`src/common/trellis_macros.svh`:
```
/*
 * Trellis demodulator shell constants
 * widths, register map, DAC monitor select codes and the
 * clamp words of the phase-error saturator
 */
`ifndef TRELLIS_MACROS_SVH
`define TRELLIS_MACROS_SVH

// -------------------- datapath widths
`define SAMPLE_BITS 18
`define PHERR_BITS 10
// loop-filter word after clamping
`define PHSHFT_BITS 8
`define INDEX_BITS 6
`define DAC_SEL_BITS 4

// -------------------- register bus
`define REG_ADDR_BITS 12
`define REG_DATA_BITS 32
`define DECAY_BITS 8

// upper address byte that selects the trellis space
`define TRELLIS_SPACE_TAG 8'h5a
// decay register, first word of the trellis space
`define TRELLIS_DECAY 12'h5a0
`define DECAY_RESET 8'hff

// -------------------- DAC monitor sources
`define DAC_TRELLIS_I 4'h0
`define DAC_TRELLIS_Q 4'h1
`define DAC_TRELLIS_PHERR 4'h2
`define DAC_TRELLIS_INDEX 4'h3

// clamp words, +/- full scale of the 8-bit loop-filter input
`define PHSHFT_POS_SAT 8'h7f
`define PHSHFT_NEG_SAT 8'h81

`endif

```
`src/common/trellisPkg.sv`:
```
/*
 * Trellis shell types
 * vector typedefs shared by the shell RTL and its testbench
 */
package trellisPkg;

`include "trellis_macros.svh"

   // -------------------- sample path
   // signed I/Q sample, 2x symbol rate
   typedef logic signed [`SAMPLE_BITS-1:0] sample_t;

   // phase error from the trellis decoder
   typedef logic signed [`PHERR_BITS-1:0] phaseErr_t;

   // clamped loop-filter word
   typedef logic [`PHSHFT_BITS-1:0] phErrShft_t;

   // winning trellis state index
   typedef logic [`INDEX_BITS-1:0] trellisIndex_t;

   // -------------------- monitor outputs
   // offset-free DAC word, same width as a sample
   typedef logic [`SAMPLE_BITS-1:0] dacWord_t;

   // per-channel source select
   typedef logic [`DAC_SEL_BITS-1:0] dacSel_t;

   // -------------------- register bus
   typedef logic [`REG_ADDR_BITS-1:0] regAddr_t;
   typedef logic [`REG_DATA_BITS-1:0] regData_t;

   // path-metric decay factor fed to the Viterbi core
   typedef logic [`DECAY_BITS-1:0] decay_t;

endpackage

```
`src/dacMux/dacMux.sv`:
```
/*
 * DAC monitor mux
 * latches I/Q on the 2x symbol enable and drives three registered
 * monitor channels, each with its own source select
 */
`timescale 1ns/1ps
`include "trellis_macros.svh"

module dacMux (
   input  logic                      clk,
   input  logic                      reset,
   input  logic                      sym2xEn,
   input  logic                      quadSymEn,
   input  trellisPkg::sample_t       iIn,
   input  trellisPkg::sample_t       qIn,
   input  trellisPkg::phaseErr_t     phaseError,
   input  trellisPkg::trellisIndex_t index,
   input  trellisPkg::dacSel_t       dac0Select,
   input  trellisPkg::dacSel_t       dac1Select,
   input  trellisPkg::dacSel_t       dac2Select,
   output logic                      dac0Sync,
   output logic                      dac1Sync,
   output logic                      dac2Sync,
   output trellisPkg::dacWord_t      dac0Data,
   output trellisPkg::dacWord_t      dac1Data,
   output trellisPkg::dacWord_t      dac2Data
);

   import trellisPkg::*;

   // --------------------
   // I/Q sample latch
   sample_t iInLatch;
   sample_t qInLatch;

   always_ff @(posedge clk) begin
      if (sym2xEn) begin
         iInLatch <= iIn;
         qInLatch <= qIn;
      end
   end

   // --------------------
   // source words

   // phase error, left justified
   dacWord_t pherrWord;
   // index in the top six bits
   dacWord_t indexWord;

   assign pherrWord = {phaseError, {(`SAMPLE_BITS-`PHERR_BITS){1'b0}}};
   assign indexWord = {index, {(`SAMPLE_BITS-`INDEX_BITS){1'b0}}};

   // unknown codes fall back to the phase error
   function automatic dacWord_t dacSource(input dacSel_t sel);
      case (sel)
         `DAC_TRELLIS_I: dacSource = iInLatch;
         `DAC_TRELLIS_Q: dacSource = qInLatch;
         `DAC_TRELLIS_PHERR: dacSource = pherrWord;
         `DAC_TRELLIS_INDEX: dacSource = indexWord;
         default: dacSource = pherrWord;
      endcase
   endfunction

   // --------------------
   // output registers, data every clock
   // syncs mark the quadrary enable one clock late
   always_ff @(posedge clk) begin
      if (reset) begin
         dac0Sync <= 1'b0;
         dac1Sync <= 1'b0;
         dac2Sync <= 1'b0;
         dac0Data <= '0;
         dac1Data <= '0;
         dac2Data <= '0;
      end
      else begin
         dac0Sync <= quadSymEn;
         dac1Sync <= quadSymEn;
         dac2Sync <= quadSymEn;
         dac0Data <= dacSource(dac0Select);
         dac1Data <= dacSource(dac1Select);
         dac2Data <= dacSource(dac2Select);
      end
   end

endmodule

```
`src/verilog/phaseErrSat.sv`:
```
/*
 * Phase-error saturator
 * two-stage pipeline that doubles the decoder phase error and
 * clamps it to +/- full scale of the loop-filter word
 */
`timescale 1ns/1ps
`include "trellis_macros.svh"

module phaseErrSat (
   input  logic                   clk,
   input  logic                   reset,
   input  logic                   quadSymEn,
   input  trellisPkg::phaseErr_t  phaseError,
   output trellisPkg::phErrShft_t phErrShft
);

   import trellisPkg::*;

   // bits above the doubled field, sign included
   localparam int HeadBits = `PHERR_BITS - `PHSHFT_BITS + 2;

   logic [HeadBits-1:0] head;
   logic sign;

   // stage 1 registers
   phErrShft_t dataBits;
   logic satPos;
   logic satNeg;

   assign head = phaseError[`PHERR_BITS-1 -: HeadBits];
   assign sign = phaseError[`PHERR_BITS-1];

   // --------------------
   // both stages step on the quadrary enable
   always_ff @(posedge clk) begin
      if (reset) begin
         dataBits  <= '0;
         satPos    <= 1'b0;
         satNeg    <= 1'b0;
         phErrShft <= '0;
      end
      else if (quadSymEn) begin
         // stage 1, 2p and the overflow flags
         dataBits <= {phaseError[`PHSHFT_BITS-2:0], 1'b0};
         // p >= 64
         satPos   <= !sign && (head != '0);
         // p < -64
         satNeg   <= sign && (head != '1);
         // stage 2, uses the flags from the previous enable
         if (satPos) begin
            phErrShft <= `PHSHFT_POS_SAT;
         end
         else if (satNeg) begin
            phErrShft <= `PHSHFT_NEG_SAT;
         end
         else begin
            phErrShft <= dataBits;
         end
      end
   end

endmodule

```
`src/verilog/trellisCtrl.sv`:
```
/*
 * Trellis shell control
 * decodes the trellis register space, holds the decay factor,
 * drives the readback mux and derives the quadrary enables
 * from the 2x symbol enable
 */
`timescale 1ns/1ps
`include "trellis_macros.svh"

module trellisCtrl (
   input  logic                 clk,
   input  logic                 reset,
   input  logic                 sym2xEn,
   input  logic                 wr0,
   input  trellisPkg::regAddr_t addr,
   input  trellisPkg::regData_t din,
   output trellisPkg::regData_t dout,
   output trellisPkg::decay_t   decayFactor,
   output logic                 quadSymEn,
   output logic                 quadSym2xEn
);

   // --------------------
   // address decode

   // decay register hit on the full address
   logic decayHit;

   assign decayHit = (addr == `TRELLIS_DECAY);

   // --------------------
   // decay register

   // a one-clock wr0 strobe takes effect on the next clock
   always_ff @(posedge clk) begin
      if (reset) begin
         decayFactor <= `DECAY_RESET;
      end
      else if (wr0 && decayHit) begin
         decayFactor <= din[`DECAY_BITS-1:0];
      end
   end

   // --------------------
   // readback

   // unmapped addresses read as zero
   always_comb begin
      dout = '0;
      if (decayHit) begin
         dout = {{(`REG_DATA_BITS-`DECAY_BITS){1'b0}}, decayFactor};
      end
   end

   // --------------------
   // quadrary enables

   // delayed copy of the quadrary enable
   logic quadSymEnDly;

   // without a carrier loop the 2x enable is the symbol enable
   assign quadSymEn = sym2xEn;

   always_ff @(posedge clk) begin
      if (reset) begin
         quadSymEnDly <= 1'b0;
      end
      else begin
         quadSymEnDly <= quadSymEn;
      end
   end

   // stretched to two clocks for the line decoder
   // relies on at least 3 idle clocks between enables
   assign quadSym2xEn = quadSymEn | quadSymEnDly;

endmodule

```
`src/verilog/trellisShell.sv`:
```
/*
 * Multi-h SOQPSK trellis demodulator shell
 * register space with decay factor, phase-error saturator for the
 * carrier loop filter, derived quadrary enables and three DAC
 * monitor channels around the external matched-filter/Viterbi core
 */
`timescale 1ns/1ps

module trellisShell (
   input  logic                     clk,
   input  logic                     reset,
   input  logic                     sym2xEn,
   input  trellisPkg::sample_t      iIn,
   input  trellisPkg::sample_t      qIn,
   input  trellisPkg::phaseErr_t    phaseError,
   input  trellisPkg::trellisIndex_t index,
   input  logic                     wr0,
   input  trellisPkg::regAddr_t     addr,
   input  trellisPkg::regData_t     din,
   input  trellisPkg::dacSel_t      dac0Select,
   input  trellisPkg::dacSel_t      dac1Select,
   input  trellisPkg::dacSel_t      dac2Select,
   output trellisPkg::regData_t     dout,
   output logic                     dac0Sync,
   output logic                     dac1Sync,
   output logic                     dac2Sync,
   output trellisPkg::dacWord_t     dac0Data,
   output trellisPkg::dacWord_t     dac1Data,
   output trellisPkg::dacWord_t     dac2Data,
   output trellisPkg::decay_t       decayFactor,
   output trellisPkg::phErrShft_t   phErrShft,
   output logic                     quadrarySymEnOut,
   output logic                     quadrarySym2xEnOut
);

   // --------------------
   // control: register space and quadrary enables
   // quadrary enable also paces the saturator and DAC syncs
   trellisCtrl trellisCtrl_i (
      .clk         (clk),
      .reset       (reset),
      .sym2xEn     (sym2xEn),
      .wr0         (wr0),
      .addr        (addr),
      .din         (din),
      .dout        (dout),
      .decayFactor (decayFactor),
      .quadSymEn   (quadrarySymEnOut),
      .quadSym2xEn (quadrarySym2xEnOut)
   );

   // --------------------
   // phase error to loop-filter word
   phaseErrSat phaseErrSat_i (
      .clk        (clk),
      .reset      (reset),
      .quadSymEn  (quadrarySymEnOut),
      .phaseError (phaseError),
      .phErrShft  (phErrShft)
   );

   // --------------------
   // I/Q latch and monitor channels
   dacMux dacMux_i (
      .clk        (clk),
      .reset      (reset),
      .sym2xEn    (sym2xEn),
      .quadSymEn  (quadrarySymEnOut),
      .iIn        (iIn),
      .qIn        (qIn),
      .phaseError (phaseError),
      .index      (index),
      .dac0Select (dac0Select),
      .dac1Select (dac1Select),
      .dac2Select (dac2Select),
      .dac0Sync   (dac0Sync),
      .dac1Sync   (dac1Sync),
      .dac2Sync   (dac2Sync),
      .dac0Data   (dac0Data),
      .dac1Data   (dac1Data),
      .dac2Data   (dac2Data)
   );

endmodule
```
`config.mk`:
```
export PLATFORM = sky130hd
export DESIGN_NAME = trellisShell
export DESIGN_NICKNAME = d
export VERILOG_FILES = /design/src/common/trellisPkg.sv /design/src/dacMux/dacMux.sv /design/src/verilog/phaseErrSat.sv /design/src/verilog/trellisCtrl.sv /design/src/verilog/trellisShell.sv
export VERILOG_INCLUDE_DIRS = /design/src /design/src/common
export SDC_FILE = /design/constraint.sdc
export NUM_CORES = 1
export LEC_CHECK = 0
export BUFFER_PORTS_ARGS = -buffer_cell sky130_fd_sc_hd__buf_4
export CAP_MARGIN = 20
export CORE_ASPECT_RATIO = 1.5
export CORE_MARGIN = 2
export CORE_UTILIZATION = 30
export DETAILED_ROUTE_END_ITERATION = 12
export GPL_TIMING_DRIVEN = 0
export SYNTH_ARGS = -nofsm -noshare
export SYNTH_HDL_FRONTEND = slang
export SYNTH_SLANG_ARGS = --single-unit
```
`constraint.sdc`:
```
create_clock -name clk -period 1.6 [get_ports clk]
set_input_delay 0.08 -clock clk [delete_from_list [all_inputs] [get_ports clk]]
set_output_delay 0.08 -clock clk [all_outputs]
set_load 0.02 [all_outputs]
```
# Yosys cells after proc, flatten, opt, wreduce, memory -nomap -nowiden

Index checks and enable logic that the tools add are counted.

Mux-type cells: 6
Reduce and logical (&&, ||, !) cells: 8
Eq/ne operators: 8
Bitwise operators: 1

Operator list:

| cell                                                              | count |
|---|---|
| 18-bit one-hot mux with 3 select lines                            | 3 |
| 8-bit 2-to-1 mux                                                  | 3 |
| 12-bit by 11-bit == test with 1-bit output, second input constant | 1 |
| 4-bit by 1-bit == test with 1-bit output, second input constant   | 3 |
| 4-bit by 2-bit == test with 1-bit output, second input constant   | 3 |
| 4-bit logical NOT                                                 | 3 |
| 4-bit inequality test, second input constant                      | 1 |
| 4-bit nonzero test                                                | 1 |
| 1-bit logical AND                                                 | 3 |
| 1-bit logical NOT                                                 | 1 |
| 1-bit OR                                                          | 1 |

Word-level logic and storage cells: 34
Register bits: 116
Bits of input ports: 112

# Logic depth before layout (Yosys ltp)

Gate-level depths: netlist of the first run.

Depth in word-level cells: 2
Gate-level depth with buffers: 5
Depth with buffers taken out: 3

# Hierarchy

A second synthesis of the first run with hierarchy kept.

Cell total of the unflattened synthesis: 446
Area, all modules: 5,119.9 um^2

Modules (own cells, without submodules):

| module      | area each (um^2) | cells each | times used |
|---|---|---|---|
| dacMux      | 3,791.1          | 303        | 1 |
| trellisCtrl | 669.4            | 76         | 1 |
| phaseErrSat | 659.4            | 67         | 1 |

# Least setup slack after synthesis of the first run

OpenSTA, ideal clock, no wires.

Path kind: input to output
Start: in addr[1]
End: out dout[0]
Data arrival time: 0.976 ns
Setup slack: 0.544 ns
Path buffers: 0
Stages on the path: 3
Data required time: 1.520 ns
Path through: nor4b_2 > and3_1 > and2_1

Cells in the longest elaborated chain, start to end: 2

RTL lines:

| what                                                 | line               | text |
|---|---|---|
| from (decl)                                          | trellisShell.sv:18 | `input trellisPkg::regAddr_t addr,` |
| 12-bit by 11-bit == test with 1-bit output (no line) | -                  |  |
| 8-bit 2-to-1 mux                                     | trellisCtrl.sv:50  | `if (decayHit) begin` |
| to (decl)                                            | trellisShell.sv:23 | `output trellisPkg::regData_t dout,` |

Every way passes these cells.

# Worst setup path in the final report of the first run

Start: in dac2Select[2]
End: reg dacMux_i.dac2Data[15]

Cells in the longest elaborated chain, start to end: 2
Elaborated cells between the ends (all ways): 4
Those cells by class: eq/ne (2); mux (1); reduce/logical (1)

RTL lines:

| what                                                             | line               | text |
|---|---|---|
| from (decl)                                                      | trellisShell.sv:22 | `input trellisPkg::dacSel_t dac2Select,` |
| 4-bit by 2-bit == test with 1-bit output (tied with other cells) | dacMux.sv:56       | `case (sel)` |
| 18-bit one-hot mux with 3 select lines (*)                       | dacMux.sv:56       |  |
| to (signal assigned)                                             | dacMux.sv:83       | `dac2Data <= dacSource(dac2Select);` |
| to (decl)                                                        | dacMux.sv:26       | `output trellisPkg::dacWord_t dac2Data` |

Mark *: on every way between the ends. The rest lies on a longest branch, timed or not.
A chain may end at the register's enable or synchronous reset.

==> results of run 1 <==
power breakdown:
part | total, mW | internal [mW] | switching (mW)
Combinational | 1.15 | 0.566 | 0.585
Sequential | 3.32 | 3.22 | 0.100
Clock | 3.92 | 2.37 | 1.55
synthesized netlist by cell type (2+ instances only):
master / instances / area share
sky130_fd_sc_hd__dfxtp_1: 80 / 0.33
sky130_fd_sc_hd__nor2_1: 72 / 0.055
sky130_fd_sc_hd__mux2i_1: 39 / 0.079
sky130_fd_sc_hd__edfxtp_1: 36 / 0.22
sky130_fd_sc_hd__buf_4: 29 / 0.044
sky130_fd_sc_hd__a21oi_1: 23 / 0.023
sky130_fd_sc_hd__nand2_1: 23 / 0.018
sky130_fd_sc_hd__buf_2: 15 / 0.015
sky130_fd_sc_hd__a221oi_1: 13 / 0.023
sky130_fd_sc_hd__inv_1: 13 / 0.0099
sky130_fd_sc_hd__clkbuf_1: 12 / 0.0092
sky130_fd_sc_hd__a2bb2oi_1: 10 / 0.018
sky130_fd_sc_hd__o2bb2ai_1: 10 / 0.018
sky130_fd_sc_hd__nand2b_1: 9 / 0.011
sky130_fd_sc_hd__nor2b_1: 9 / 0.011
sky130_fd_sc_hd__and2_1: 8 / 0.010
sky130_fd_sc_hd__a221oi_2: 7 / 0.021
sky130_fd_sc_hd__o22ai_1: 7 / 0.0089
sky130_fd_sc_hd__a311oi_1: 6 / 0.011
sky130_fd_sc_hd__o211a_1: 6 / 0.012
sky130_fd_sc_hd__a211oi_1: 4 / 0.0061
sky130_fd_sc_hd__o21ai_0: 4 / 0.0041
sky130_fd_sc_hd__buf_1: 2 / 0.0015
sky130_fd_sc_hd__nor4b_2: 2 / 0.0061
sky130_fd_sc_hd__nor4b_4: 2 / 0.0097
sky130_fd_sc_hd__o311ai_0: 2 / 0.0036
sky130_fd_sc_hd__or2_2: 2 / 0.0025
sky130_fd_sc_hd__or4_1: 2 / 0.0030
per-stage QoR:
step                cell area [um^2]  total power, mW   util
floorplan                       5010             3.93      -
global placement                6530             4.41  0.405
detailed placement              6530             4.42  0.405
CTS                             7670             8.47  0.476
global route                    7670             8.72  0.476
finish                          7670             8.38  0.476
worst min-delay path, cell delays in order:
cell,delay (ns)
sky130_fd_sc_hd__buf_4,0.12
sky130_fd_sc_hd__o311ai_0,0.10
sky130_fd_sc_hd__a21oi_1,0.08
final cells by class:
type / instances / area [um^2] / share of cell area
clock buffer: 17 / 425 / 0.0555
clock inverter: 15 / 183 / 0.0238
inverter: 13 / 48.8 / 0.00637
tap: 206 / 258 / 0.0336
multi-input combinational: 293 / 1920 / 0.251
timing repair buffer: 221 / 1790 / 0.234
sequential: 116 / 2680 / 0.350
buffer: 59 / 357 / 0.0465
flip-flops by register name, summed over array words and instances (netlist names), 7 cells and up:
register	count
dacMux_i.qInLatch	18
dacMux_i.dac0Data	18
trellisCtrl_i.decayFactor	8
dacMux_i.iInLatch	18
phaseErrSat_i.phErrShft	8
phaseErrSat_i.dataBits	7
dacMux_i.dac2Data	18
dacMux_i.dac1Data	18
cell usage in the layout, fill, tap and decap left out, drive strengths merged:
cell and n:
a211oi 4, a21o 1, a21oi 23, a221oi 20, a2bb2oi 10, a311oi 6
and2 8, and3 1, and4bb 1, buf 215, bufinv 2, clkbuf 29
clkinvlp 1, conb 24, dfxtp 80, dlygate4sd3 53, edfxtp 36, inv 25
mux2i 39, nand2 24, nand2b 9, nand4 1, nor2 72, nor2b 9
nor4b 4, o211a 6, o211ai 1, o21ai 5, o22ai 7, o2bb2ai 10
o311ai 2, or2 3, or3 1, or4 2
timing repair:
action	4_1_cts	5_1_grt
endpoints found under the hold margin	64	0
hold buffers	53	0
gates resized for setup	0	0
worst max-delay path by stage:
stage	end	depth (start not counted)
2_1_floorplan	dout[0]	3
3_3_place_gp	dacMux_i.dac0Data[13]	5
3_5_place_dp	dacMux_i.dac2Data[15]	5
4_1_cts	dacMux_i.dac2Data[15]	6
5_1_grt	dacMux_i.dac2Data[12]	6
6_report	dacMux_i.dac2Data[15]	6
logic make-up (layout without fill, tap and decap cells):
family | Yosys count | after routing | synth area share
compound gates | 95 | 95 | 0.154
buf+inv | 72 | 325 | 0.0824
flops | 116 | 116 | 0.545
mux | 39 | 39 | 0.0793
other cells | 1 | 24 | 0.000762
simple gates | 135 | 135 | 0.139
metal layers:
layer | track usage | wire length [um]
met2 | 0.321 | 8170
met1 | 0.190 | 5780
met3 | 0.0556 | 1170
met4 | 0.0734 | 325
met5 | 0 | 0
==> summary.txt, run 1 <==
Outcome
  • Result of the run: completed

Worst setup path
  • Worst setup path startpoint: dac2Select[2]
  • Nature of the critical path startpoint: input pin
  • Largest stage delay on the critical path: 0.55 ns
  • Class of the most critical setup path: in -> reg
  • Startpoint of the lowest-slack register-to-register path: dacMux_i.iInLatch[15]
  • Minimum setup slack among reg-to-reg paths: 0.47 ns
  • R2r endpoint: dacMux_i.dac1Data[15]
  • Cell-by-cell listing of the critical path: dlygate4sd3_1 -> buf_4 -> nor2_1 -> clkbuf_1 -> o211a_1 -> a221oi_2
  • Buffers and inverters on the worst path: 3
  • Cell type of the slowest stage on the worst timing path: sky130_fd_sc_hd__dlygate4sd3_1
  • Category of the worst setup path capture point: flop
  • Kind of cell with the highest combined delay on the critical path: buffers and inverters
  • Cells on worst reg2reg path: 3
  • Endpoint arrival time on the critical path: 1.81 ns
  • Worst Path Required: 1.86 ns
  • Peak fanout along the critical path: 10

STA
  • Final hold slack: 0.0182 ns
  • Upper clock frequency limit: 644 MHz
  • Skew final: 0.00638 ns
  • Period utilisation layout: 0.970
  • Final critical-path required period: 1.55 ns
  • Worst setup margin: 0.0480 ns
  • Final hold vios: 0
  • Final Slew Violations: 0
  • Final count of negative-setup-slack endpoints: 0
  • Sum Neg Setup Slack: 0 ns
  • RSZ-0062 raised after global routing: false
  • Slew at the pin closest to its max-slew limit: 0.723 ns
  • Relative max-transition margin: 0.518

Worst hold path
  • Hold_sp: phaseError[9]
  • Worst hold-check path type: in -> reg
  • Worst Hold End: phaseErrSat_i.satNeg
  • Hold-critical path depth: 3

Placed design
  • Cell Count Post-Placement: 855
  • Worst slack at placement: 0.132 ns
  • IO Port Bufs: 168
  • HPWL Detailed: 11500 um
  • Weighted congestion reported at the end of routability-driven placement: 0.870

Power and ir drop
  • Leakage power of the design: 3.53 nW
  • Max IR drop VDD: 0.000737 V
  • Pwr/cell area: 1090 nW/um^2

Logic synthesis
  • Post-synthesis instance total: 458
  • Number of warning messages in the yosys log: 0
  • Number of different library cells in the post-synthesis netlist: 39
  • Total of flip-flops plus latches after synthesis: 116
  • Proportion of synthesized chip area in sequential cells: 0.545
  • Post-Synthesis Cell Area: 4920 um^2
  • Post-synthesis async set-or-reset flop share: 0
  • Predominant post-synthesis flop cell: sky130_fd_sc_hd__dfxtp_1
  • Average footprint of a synthesized cell: 10.7 um^2
  • Number of synthesized flops with an enable pin: 36

Floorplanning
  • Die height: 161 um
  • Initial cell density of the core: 0.305
  • I/O pin count: 219
  • Floorplan core area: 16100 um^2
  • Site Rows: 57
  • Floorplan die width: 109 um
  • Die area: 17500 um^2

Clock tree
  • CTS H-tree lvls: 4
  • Root Driver: sky130_fd_sc_hd__clkbuf_16
  • TritonCTS clock tree: built
  • Buffers inserted during post-CTS setup optimization: 0
  • Clock transition at the registers of the reported paths: 0.06 ns
  • Buffer depth of the longest clock path: 2
  • TritonCTS sink count: 116
  • Clock latency at the later pin of the worst-skew pair: 0.42 ns
  • Number of CTS-inserted buffers: 17

Route
  • Total number of vias: 4350
  • Mean number of vias per cell: 4.63
  • Wirelength, routed: 15400 um
  • Routed WL per cell: 16.4 um
  • Post-DRT Antenna Nets: 0
  • Pre-Repair DR Iteration Count: 6
  • Post-route DRC: 0
  • Iteration-0 DRC Markers: 346

Global routing
  • Initial antenna violation count: 0
  • Maximum number of pins on one net before global-route repair: 43
  • Vias in the first global route: 4614
  • Overall routing resource usage: 0.179
  • Wire length of the first global-routing pass: 23700 um
  • Total grt overflow: 0

Cells and area
  • Fraction of layout instances using a drive strength above 1: 0.357
  • Number of nets at the end of the flow: 833
  • FILL cells: 1508
  • Number of antenna repair diodes: 0
  • Area added between synthesis and finish: 55.7%
  • Non-Filler Instances: 940

Flow run
  • Reported max-cap violation count: 0
Note: power is estimated with default switching activity, not from simulation.
==> inputs of run 2 (changes only) <==
ABC_AREA = 1   (was default)
==> summary.txt, run 2 <==
Outcome
  • Result of the run: completed

Logic synthesis
  • Number of warning messages in the yosys log: 0 (unchanged)
  • Cell taking the most area after synthesis: sky130_fd_sc_hd__dfxtp_1
  • Number of different library cells in the post-synthesis netlist: 31 (-21%)
  • Post-synthesis instance total: 612 (+34%)
  • Post-Synthesis Cell Area: 5230 um^2 (+6.3%)
  • Fraction of post-synthesis cell area in the top cell type by area: 0.306 (-0.0191)
  • Proportion of synthesized chip area in sequential cells: 0.513 (-0.0321)
  • Predominant post-synthesis flop cell: sky130_fd_sc_hd__dfxtp_1
  • Cell with the most instances after synthesis: sky130_fd_sc_hd__nor2_1
  • Total of flip-flops plus latches after synthesis: 116 (unchanged)
  • Post-synthesis async set-or-reset flop share: 0 (unchanged)
  • Biggest area contributors in the synthesized netlist: sky130_fd_sc_hd__dfxtp_1 31%, sky130_fd_sc_hd__edfxtp_1 21%, sky130_fd_sc_hd__nor2_1 7.1%
  • Average footprint of a synthesized cell: 8.55 um^2 (-20%)
  • Number of synthesized flops with an enable pin: 36 (unchanged)
  • Leading cell types by count after synthesis: 99 x sky130_fd_sc_hd__nor2_1, 84 x sky130_fd_sc_hd__inv_1, 80 x sky130_fd_sc_hd__dfxtp_1, 64 x sky130_fd_sc_hd__nand3_1, 46 x sky130_fd_sc_hd__o21ai_0

Clock tree
  • TritonCTS sink count: 116 (unchanged)
  • CTS H-tree lvls: 4 (unchanged)
  • Clock latency at the later pin of the worst-skew pair: 0.41 ns (about the same)
  • Clock transition at the registers of the reported paths: 0.06 ns (about the same)
  • Resized Gates After CTS: 0 (unchanged)
  • Number of CTS-inserted buffers: 17 (unchanged)
  • Buffer depth of the longest clock path: 2 (unchanged)
  • TritonCTS clock tree: built
  • Root Driver: sky130_fd_sc_hd__clkbuf_16

Cells and area
  • Footprint of the flip-flops and latches: 2680 um^2 (unchanged)
  • Leading cell types in the layout, fill and taps excluded: 193 x sky130_fd_sc_hd__buf_4, 99 x sky130_fd_sc_hd__nor2_1, 84 x sky130_fd_sc_hd__inv_1, 80 x sky130_fd_sc_hd__dfxtp_1, 64 x sky130_fd_sc_hd__nand3_1
  • Fraction of layout instances using a drive strength above 1: 0.302 (-0.0549)
  • FILL cells: 1692 (+12%)
  • Non-Filler Instances: 1097 (+17%)
  • Area added between synthesis and finish: 52.6%
  • Leading cell type in the layout, fill and taps excluded: sky130_fd_sc_hd__buf_4
  • Number of antenna repair diodes: 0 (unchanged)
  • Final design area excluding fillers: 7980 um^2 (+4.1%)
  • Area used by multi-input combinational logic: 1860 um^2 (-3.1%)
  • Number of nets at the end of the flow: 983 (+18%)

Floorplanning
  • Site Rows: 59 (+3.5%)
  • Die area: 18500 um^2 (+6.1%)
  • Initial cell density of the core: 0.304 (-0.00132)
  • Floorplan core area: 17200 um^2 (+6.7%)
  • Die height: 166 um (+3.0%)
  • Floorplan die width: 112 um (+3.0%)
  • I/O pin count: 219 (unchanged)

STA
  • Period utilisation layout: 0.840 (-0.130)
  • Upper clock frequency limit: 744 MHz (+16%)
  • Skew final: 0.00766 ns (+0.00128 ns)
  • Final hold vios: 0 (unchanged)
  • Relative max-transition margin: 0.617 (+0.0984)
  • Final critical-path required period: 1.34 ns (-0.208 ns)
  • Slew at the pin closest to its max-slew limit: 0.575 ns (-0.147 ns)
  • Final Slew Violations: 0 (unchanged)
  • Final count of negative-setup-slack endpoints: 0 (unchanged)
  • RSZ-0062 raised after global routing: false
  • Sum Neg Setup Slack: 0 ns (unchanged)

Power and ir drop
  • Net switching power: 2.26 mW (+1.2%)
  • Part of the power in combinational logic: 0.137 (about the same)
  • Max IR drop VDD: 0.000556 V (-25%)
  • Design internal power: 6.27 mW (+1.9%)
  • Switching share of power: 0.265 (-0.00132)
  • Pwr/cell area: 1070 nW/um^2 (-2.3%)
  • Leakage power of the design: 3.84 nW (+8.7%)
  • Clock network fraction of total power: 0.478 (+0.011)
  • Sequential fraction of design power: 0.385 (-0.010)

Worst setup path
  • Worst Path Required: 1.52 ns (-0.34 ns)
  • Nature of the critical path startpoint: input pin
  • Peak fanout along the critical path: 41 (+31)
  • Endpoint arrival time on the critical path: 1.26 ns (-0.55 ns)
  • Class of the most critical setup path: in -> out
  • Category of the worst setup path capture point: primary output

Route
  • Pre-Repair DR Iteration Count: 5 (-1)
  • Mean number of vias per cell: 4.54 (-2.0%)
  • Post-DRT Antenna Nets: 0 (unchanged)
  • Wirelength, routed: 15800 um (+2.6%)
  • Post-route DRC: 0 (unchanged)
  • Total number of vias: 4975 (+14%)
  • Routed WL per cell: 14.4 um (-12%)
  • Iteration-0 DRC Markers: 276 (-20%)

Placed design
  • Weighted congestion reported at the end of routability-driven placement: 0.829 (-4.8%)
  • IO Port Bufs: 163 (-3.0%)
  • Cell area reported after detailed placement: 6810 um^2 (+4.3%)
  • Cell Count Post-Placement: 1011 (+18%)
  • HPWL Detailed: 11800 um (+2.3%)

Global routing
  • Vias in the first global route: 4971 (+7.7%)
  • Total grt overflow: 0 (unchanged)
  • Initial antenna violation count: 0 (unchanged)
  • Maximum number of pins on one net before global-route repair: 42 (-2.3%)
  • Overall routing resource usage: 0.169 (-0.00936)
  • Wire length of the first global-routing pass: 24800 um (+4.5%)

Flow run
  • Reported max-cap violation count: 0 (unchanged)

Worst hold path
  • Worst hold-check path type: in -> reg
[run 2: changes by cell type in the layout (fill, tap and decap cells not counted), moves of 11 or more]
| cell | before | now |
|---|---|---|
| sky130_fd_sc_hd__a221oi_1 | 13 | 0 |
| sky130_fd_sc_hd__buf_6 | 1 | 12 |
| sky130_fd_sc_hd__inv_1 | 13 | 84 |
| sky130_fd_sc_hd__mux2i_1 | 39 | 0 |
| sky130_fd_sc_hd__nand3_1 | 0 | 64 |
| sky130_fd_sc_hd__nand4_1 | 0 | 27 |
| sky130_fd_sc_hd__nor2_1 | 72 | 99 |
| sky130_fd_sc_hd__o21ai_0 | 4 | 46 |
| sky130_fd_sc_hd__o21ai_1 | 0 | 12 |
| sky130_fd_sc_hd__o22ai_1 | 7 | 24 |
[run 2: power by group through the flow]
stage                     sequential (mW)  combinational [mW]  clock [mW]
after floorplan                      3.44               0.493           0
after global placement               3.35                1.05           0
after detailed placement             3.35                1.05           0
after CTS                            3.29                1.17        4.15
after global routing                 3.30                1.26        4.29
final                                3.29                1.17        4.08
[run 2: what timing repair did]
| action | CTS | global route |
|---|---|---|
| buffers inserted | 0 | 0 |
| endpoints found under the hold margin | 62 | 0 |
| hold buffers | 54 | 0 |
| endpoints found under the setup margin | 0 | 0 |
[run 2: final cells by class]
type                       count  share of cell area
multi-input combinational    372               0.233
timing repair buffer         217               0.221
buffer                        57              0.0530
clock inverter                15              0.0263
clock buffer                  17              0.0533
sequential                   116               0.336
inverter                      90              0.0439
tap                          213              0.0334
[run 2: critical path, cell delays in order]
cell and delay [ns]:
sky130_fd_sc_hd__buf_4 0.43, sky130_fd_sc_hd__clkbuf_1 0.41, sky130_fd_sc_hd__or2_2 0.19, sky130_fd_sc_hd__buf_4 0.13
[run 2: logic make-up (layout without fill, tap and decap cells)]
family	count (synthesis)	count (layout)	synth area share
and+or+nand+nor	241	241	0.230
buffers and inverters	147	396	0.148
DFF	116	116	0.513
AOI/OAI and AO/OA	107	107	0.109
other	1	24	0.000717
[run 2: path summary, 6_finish.rpt]
check / start / end / slack, ns / cells past startpoint
hold reg to reg: phaseErrSat_i.dataBits[2] / phaseErrSat_i.phErrShft[2] / 0.46 / 2
hold / removal: phaseError[7] / dacMux_i.dac2Data[15] / 0.02 / 3
setup / recovery: sym2xEn / quadrarySym2xEnOut / 0.26 / 4
setup reg to reg: phaseErrSat_i.satPos / phaseErrSat_i.phErrShft[7] / 0.61 / 3
[run 2: routing by layer]
metal,up-vias,track usage,routed length [um],part of all wire
met1,2217,0.175,5810,0.37
met4,0,0.0762,481,0.030
met3,44,0.0454,1080,0.068
met2,214,0.315,8480,0.54
li1,2500,-,-,-
met5,-,0,0,0
[run 2: stage by stage]
stage | utilization | worst slack, ns | hold slack (ns) | power, mW
after floorplan | - | 0.630 | 0.164 | 3.93
after global placement | 0.396 | 0.0888 | 0.259 | 4.39
after detailed placement | 0.396 | 0.0613 | 0.259 | 4.40
after CTS | 0.464 | 0.200 | 0.00481 | 8.60
after global routing | 0.464 | 0.109 | 0.0288 | 8.86
final | 0.464 | 0.257 | 0.0224 | 8.53
==> inputs of run 3 (changes only) <==
clock period = 1.2 ns   (was 1.6 ns; I/O delays follow)
==> summary.txt, run 3 (synthesis results as in run 2) <==
STA
  • Final hold vios: 0 (unchanged)
  • Upper clock frequency limit: 866 MHz
  • Final Slew Violations: 0 (unchanged)
  • Final critical-path required period: 1.16 ns
  • Final count of negative-setup-slack endpoints: 0 (unchanged)
  • Worst setup margin: 0.0447 ns (-0.212 ns)
  • Relative max-transition margin: 0.628 (+0.0112)
  • Skew final: 0.00761 ns (-0.0000560 ns)
  • Slew at the pin closest to its max-slew limit: 0.558 ns (-0.0168 ns)
  • RSZ-0062 raised after global routing: false
  • Period utilisation layout: 0.963

Route
  • Wirelength, routed: 15800 um (-0.13%)
  • Post-DRT Antenna Nets: 0 (unchanged)
  • Iteration-0 DRC Markers: 237 (-14%)
  • Routed WL per cell: 14.4 um (-0.31%)
  • Post-route DRC: 0 (unchanged)
  • Mean number of vias per cell: 4.53 (about the same)
  • Pre-Repair DR Iteration Count: 5 (unchanged)
  • Total number of vias: 4981 (+0.12%)

Global routing
  • Vias in the first global route: 4967 (-0.080%)
  • Maximum number of pins on one net before global-route repair: 51 (+21%)
  • Initial antenna violation count: 0 (unchanged)
  • Wire length of the first global-routing pass: 24800 um (about the same)
  • Total grt overflow: 0 (unchanged)
  • Overall routing resource usage: 0.169 (-0.000306)

Clock tree
  • TritonCTS sink count: 116 (unchanged)
  • Number of CTS-inserted buffers: 17 (unchanged)
  • Root Driver: sky130_fd_sc_hd__clkbuf_16
  • TritonCTS clock tree: built
  • Buffer depth of the longest clock path: 2 (unchanged)
  • CTS H-tree lvls: 4 (unchanged)
  • Clock transition at the registers of the reported paths: 0.06 ns (about the same)
  • Clock latency at the later pin of the worst-skew pair: 0.41 ns (about the same)

Worst setup path
  • Nature of the critical path startpoint: input pin
  • Startpoint of the lowest-slack register-to-register path: phaseErrSat_i.dataBits[1]
  • Peak fanout along the critical path: 4 (-90%)
  • Endpoint arrival time on the critical path: 1.44 ns (+0.18 ns)
  • Cells on worst reg2reg path: 3 (unchanged)
  • Worst Path Required: 1.49 ns (-0.03 ns)
  • Category of the worst setup path capture point: flop
  • Minimum setup slack among reg-to-reg paths: 0.05 ns (-0.56 ns)
  • Class of the most critical setup path: in -> reg
  • R2r endpoint: phaseErrSat_i.dataBits[1]

Floorplanning
  • Die height: 166 um (unchanged)
  • Site Rows: 59 (unchanged)
  • I/O pin count: 219 (unchanged)
  • Initial cell density of the core: 0.304 (unchanged)
  • Floorplan core area: 17200 um^2 (unchanged)
  • Die area: 18500 um^2 (unchanged)
  • Floorplan die width: 112 um (unchanged)

Placed design
  • IO Port Bufs: 163 (unchanged)
  • Cell area reported after detailed placement: 6810 um^2 (unchanged)
  • Weighted congestion reported at the end of routability-driven placement: 0.829 (unchanged)
  • Worst slack at placement: -0.319 ns (-0.380 ns)
  • HPWL Detailed: 11800 um (unchanged)

Outcome
  • Result of the run: completed

Worst hold path
  • Worst hold-check path type: in -> reg
  • Hold_sp: index[5]
  • Hold-critical path depth: 5 (+2)
  • Worst Hold End: dacMux_i.dac1Data[17]

Cells and area
  • Final design area excluding fillers: 8020 um^2 (+0.49%)
  • Leading cell types in the layout, fill and taps excluded: 192 x sky130_fd_sc_hd__buf_4, 99 x sky130_fd_sc_hd__nor2_1, 83 x sky130_fd_sc_hd__inv_1, 76 x sky130_fd_sc_hd__dfxtp_1, 64 x sky130_fd_sc_hd__nand3_1
  • Number of antenna repair diodes: 0 (unchanged)
  • Fraction of layout instances using a drive strength above 1: 0.308 (+0.00609)
  • Area added between synthesis and finish: 53.4%
  • Number of nets at the end of the flow: 985 (+0.20%)
  • FILL cells: 1682 (-0.59%)
  • Leading cell type in the layout, fill and taps excluded: sky130_fd_sc_hd__buf_4

Power and ir drop
  • Pwr/cell area: 1420 nW/um^2 (+33%)
  • Leakage power of the design: 3.85 nW (+0.36%)
  • Max IR drop VDD: 0.000741 V (+33%)

Flow run
  • Reported max-cap violation count: 0 (unchanged)
[run 3: changes by cell type in the layout (fill, tap and decap cells not counted), moves of 2 or more]
cell / previous run / this run
sky130_fd_sc_hd__buf_6: 12 / 14
sky130_fd_sc_hd__dfxtp_1: 80 / 76
sky130_fd_sc_hd__dfxtp_2: 0 / 4
sky130_fd_sc_hd__dlygate4sd3_1: 54 / 56
[run 3: what timing repair did]
item                       CTS  global route
buffers inserted             1             0
pin swaps                    1             0
resized for setup            3             6
hold endpoints to repair    67             0
setup endpoints to repair    9             5
hold buffers                56             0
[run 3: area by class of cell]
| type | instances | area [um^2] | area share |
|---|---|---|---|
| Tap cell | 213 | 267 | 0.0332 |
| Clock inverter | 15 | 210 | 0.0262 |
| Clock buffer | 17 | 425 | 0.0530 |
| Buffer | 56 | 419 | 0.0523 |
| Sequential cell | 116 | 2690 | 0.335 |
| Timing Repair Buffer | 220 | 1800 | 0.224 |
| Inverter | 90 | 350 | 0.0437 |
| Multi-Input combinational cell | 372 | 1860 | 0.232 |
[run 3: worst max path at each step]
stage                                       to  cells after the start  slack (ns)                      start
finish               phaseErrSat_i.dataBits[1]                      5        0.04              phaseError[0]
global route         phaseErrSat_i.dataBits[1]                      3        0.01  phaseErrSat_i.dataBits[1]
CTS                  phaseErrSat_i.dataBits[1]                      5        0.01              phaseError[0]
detailed placement  phaseErrSat_i.phErrShft[7]                      5       -0.32                    sym2xEn
global placement    phaseErrSat_i.phErrShft[7]                      5       -0.29                    sym2xEn
floorplan                              dout[0]                      5        0.27                    addr[4]
[run 3: metrics by stage]
stage,util,hold WS (ns),setup TNS (ns),instances,total power [mW]
after global placement,0.396,0.239,-2.42,1011,5.86
after global routing,0.466,0.0832,0,1099,11.8
after floorplan,-,0.144,0,635,5.24
after CTS,0.466,0.0386,0,1099,11.5
after detailed placement,0.396,0.239,-2.76,1011,5.87
final,0.466,0.0615,0,1099,11.4
[run 3: critical path, cell delays in order]
cell                            delay, ns
sky130_fd_sc_hd__dlygate4sd3_1       0.54
sky130_fd_sc_hd__buf_4               0.13
sky130_fd_sc_hd__inv_2               0.07
sky130_fd_sc_hd__a21oi_1             0.07
sky130_fd_sc_hd__dlygate4sd3_1       0.57
[run 3: routing by layer]
metal  wire (um)  up-vias  share of wire  global-route usage
met4         479        0          0.030              0.0768
met2        8440      233           0.53               0.313
li1            -     2508              -                   -
met1        5730     2200           0.36               0.174
met3        1180       40          0.075              0.0468
met5           0        -              0                   0
[run 3: where the power goes]
group	switching, mW	internal, mW	leakage (nW)	total (mW)
clock	2.06	3.37	0.312	5.43
combinational	0.856	0.708	2.53	1.56
sequential	0.0934	4.29	1.01	4.38
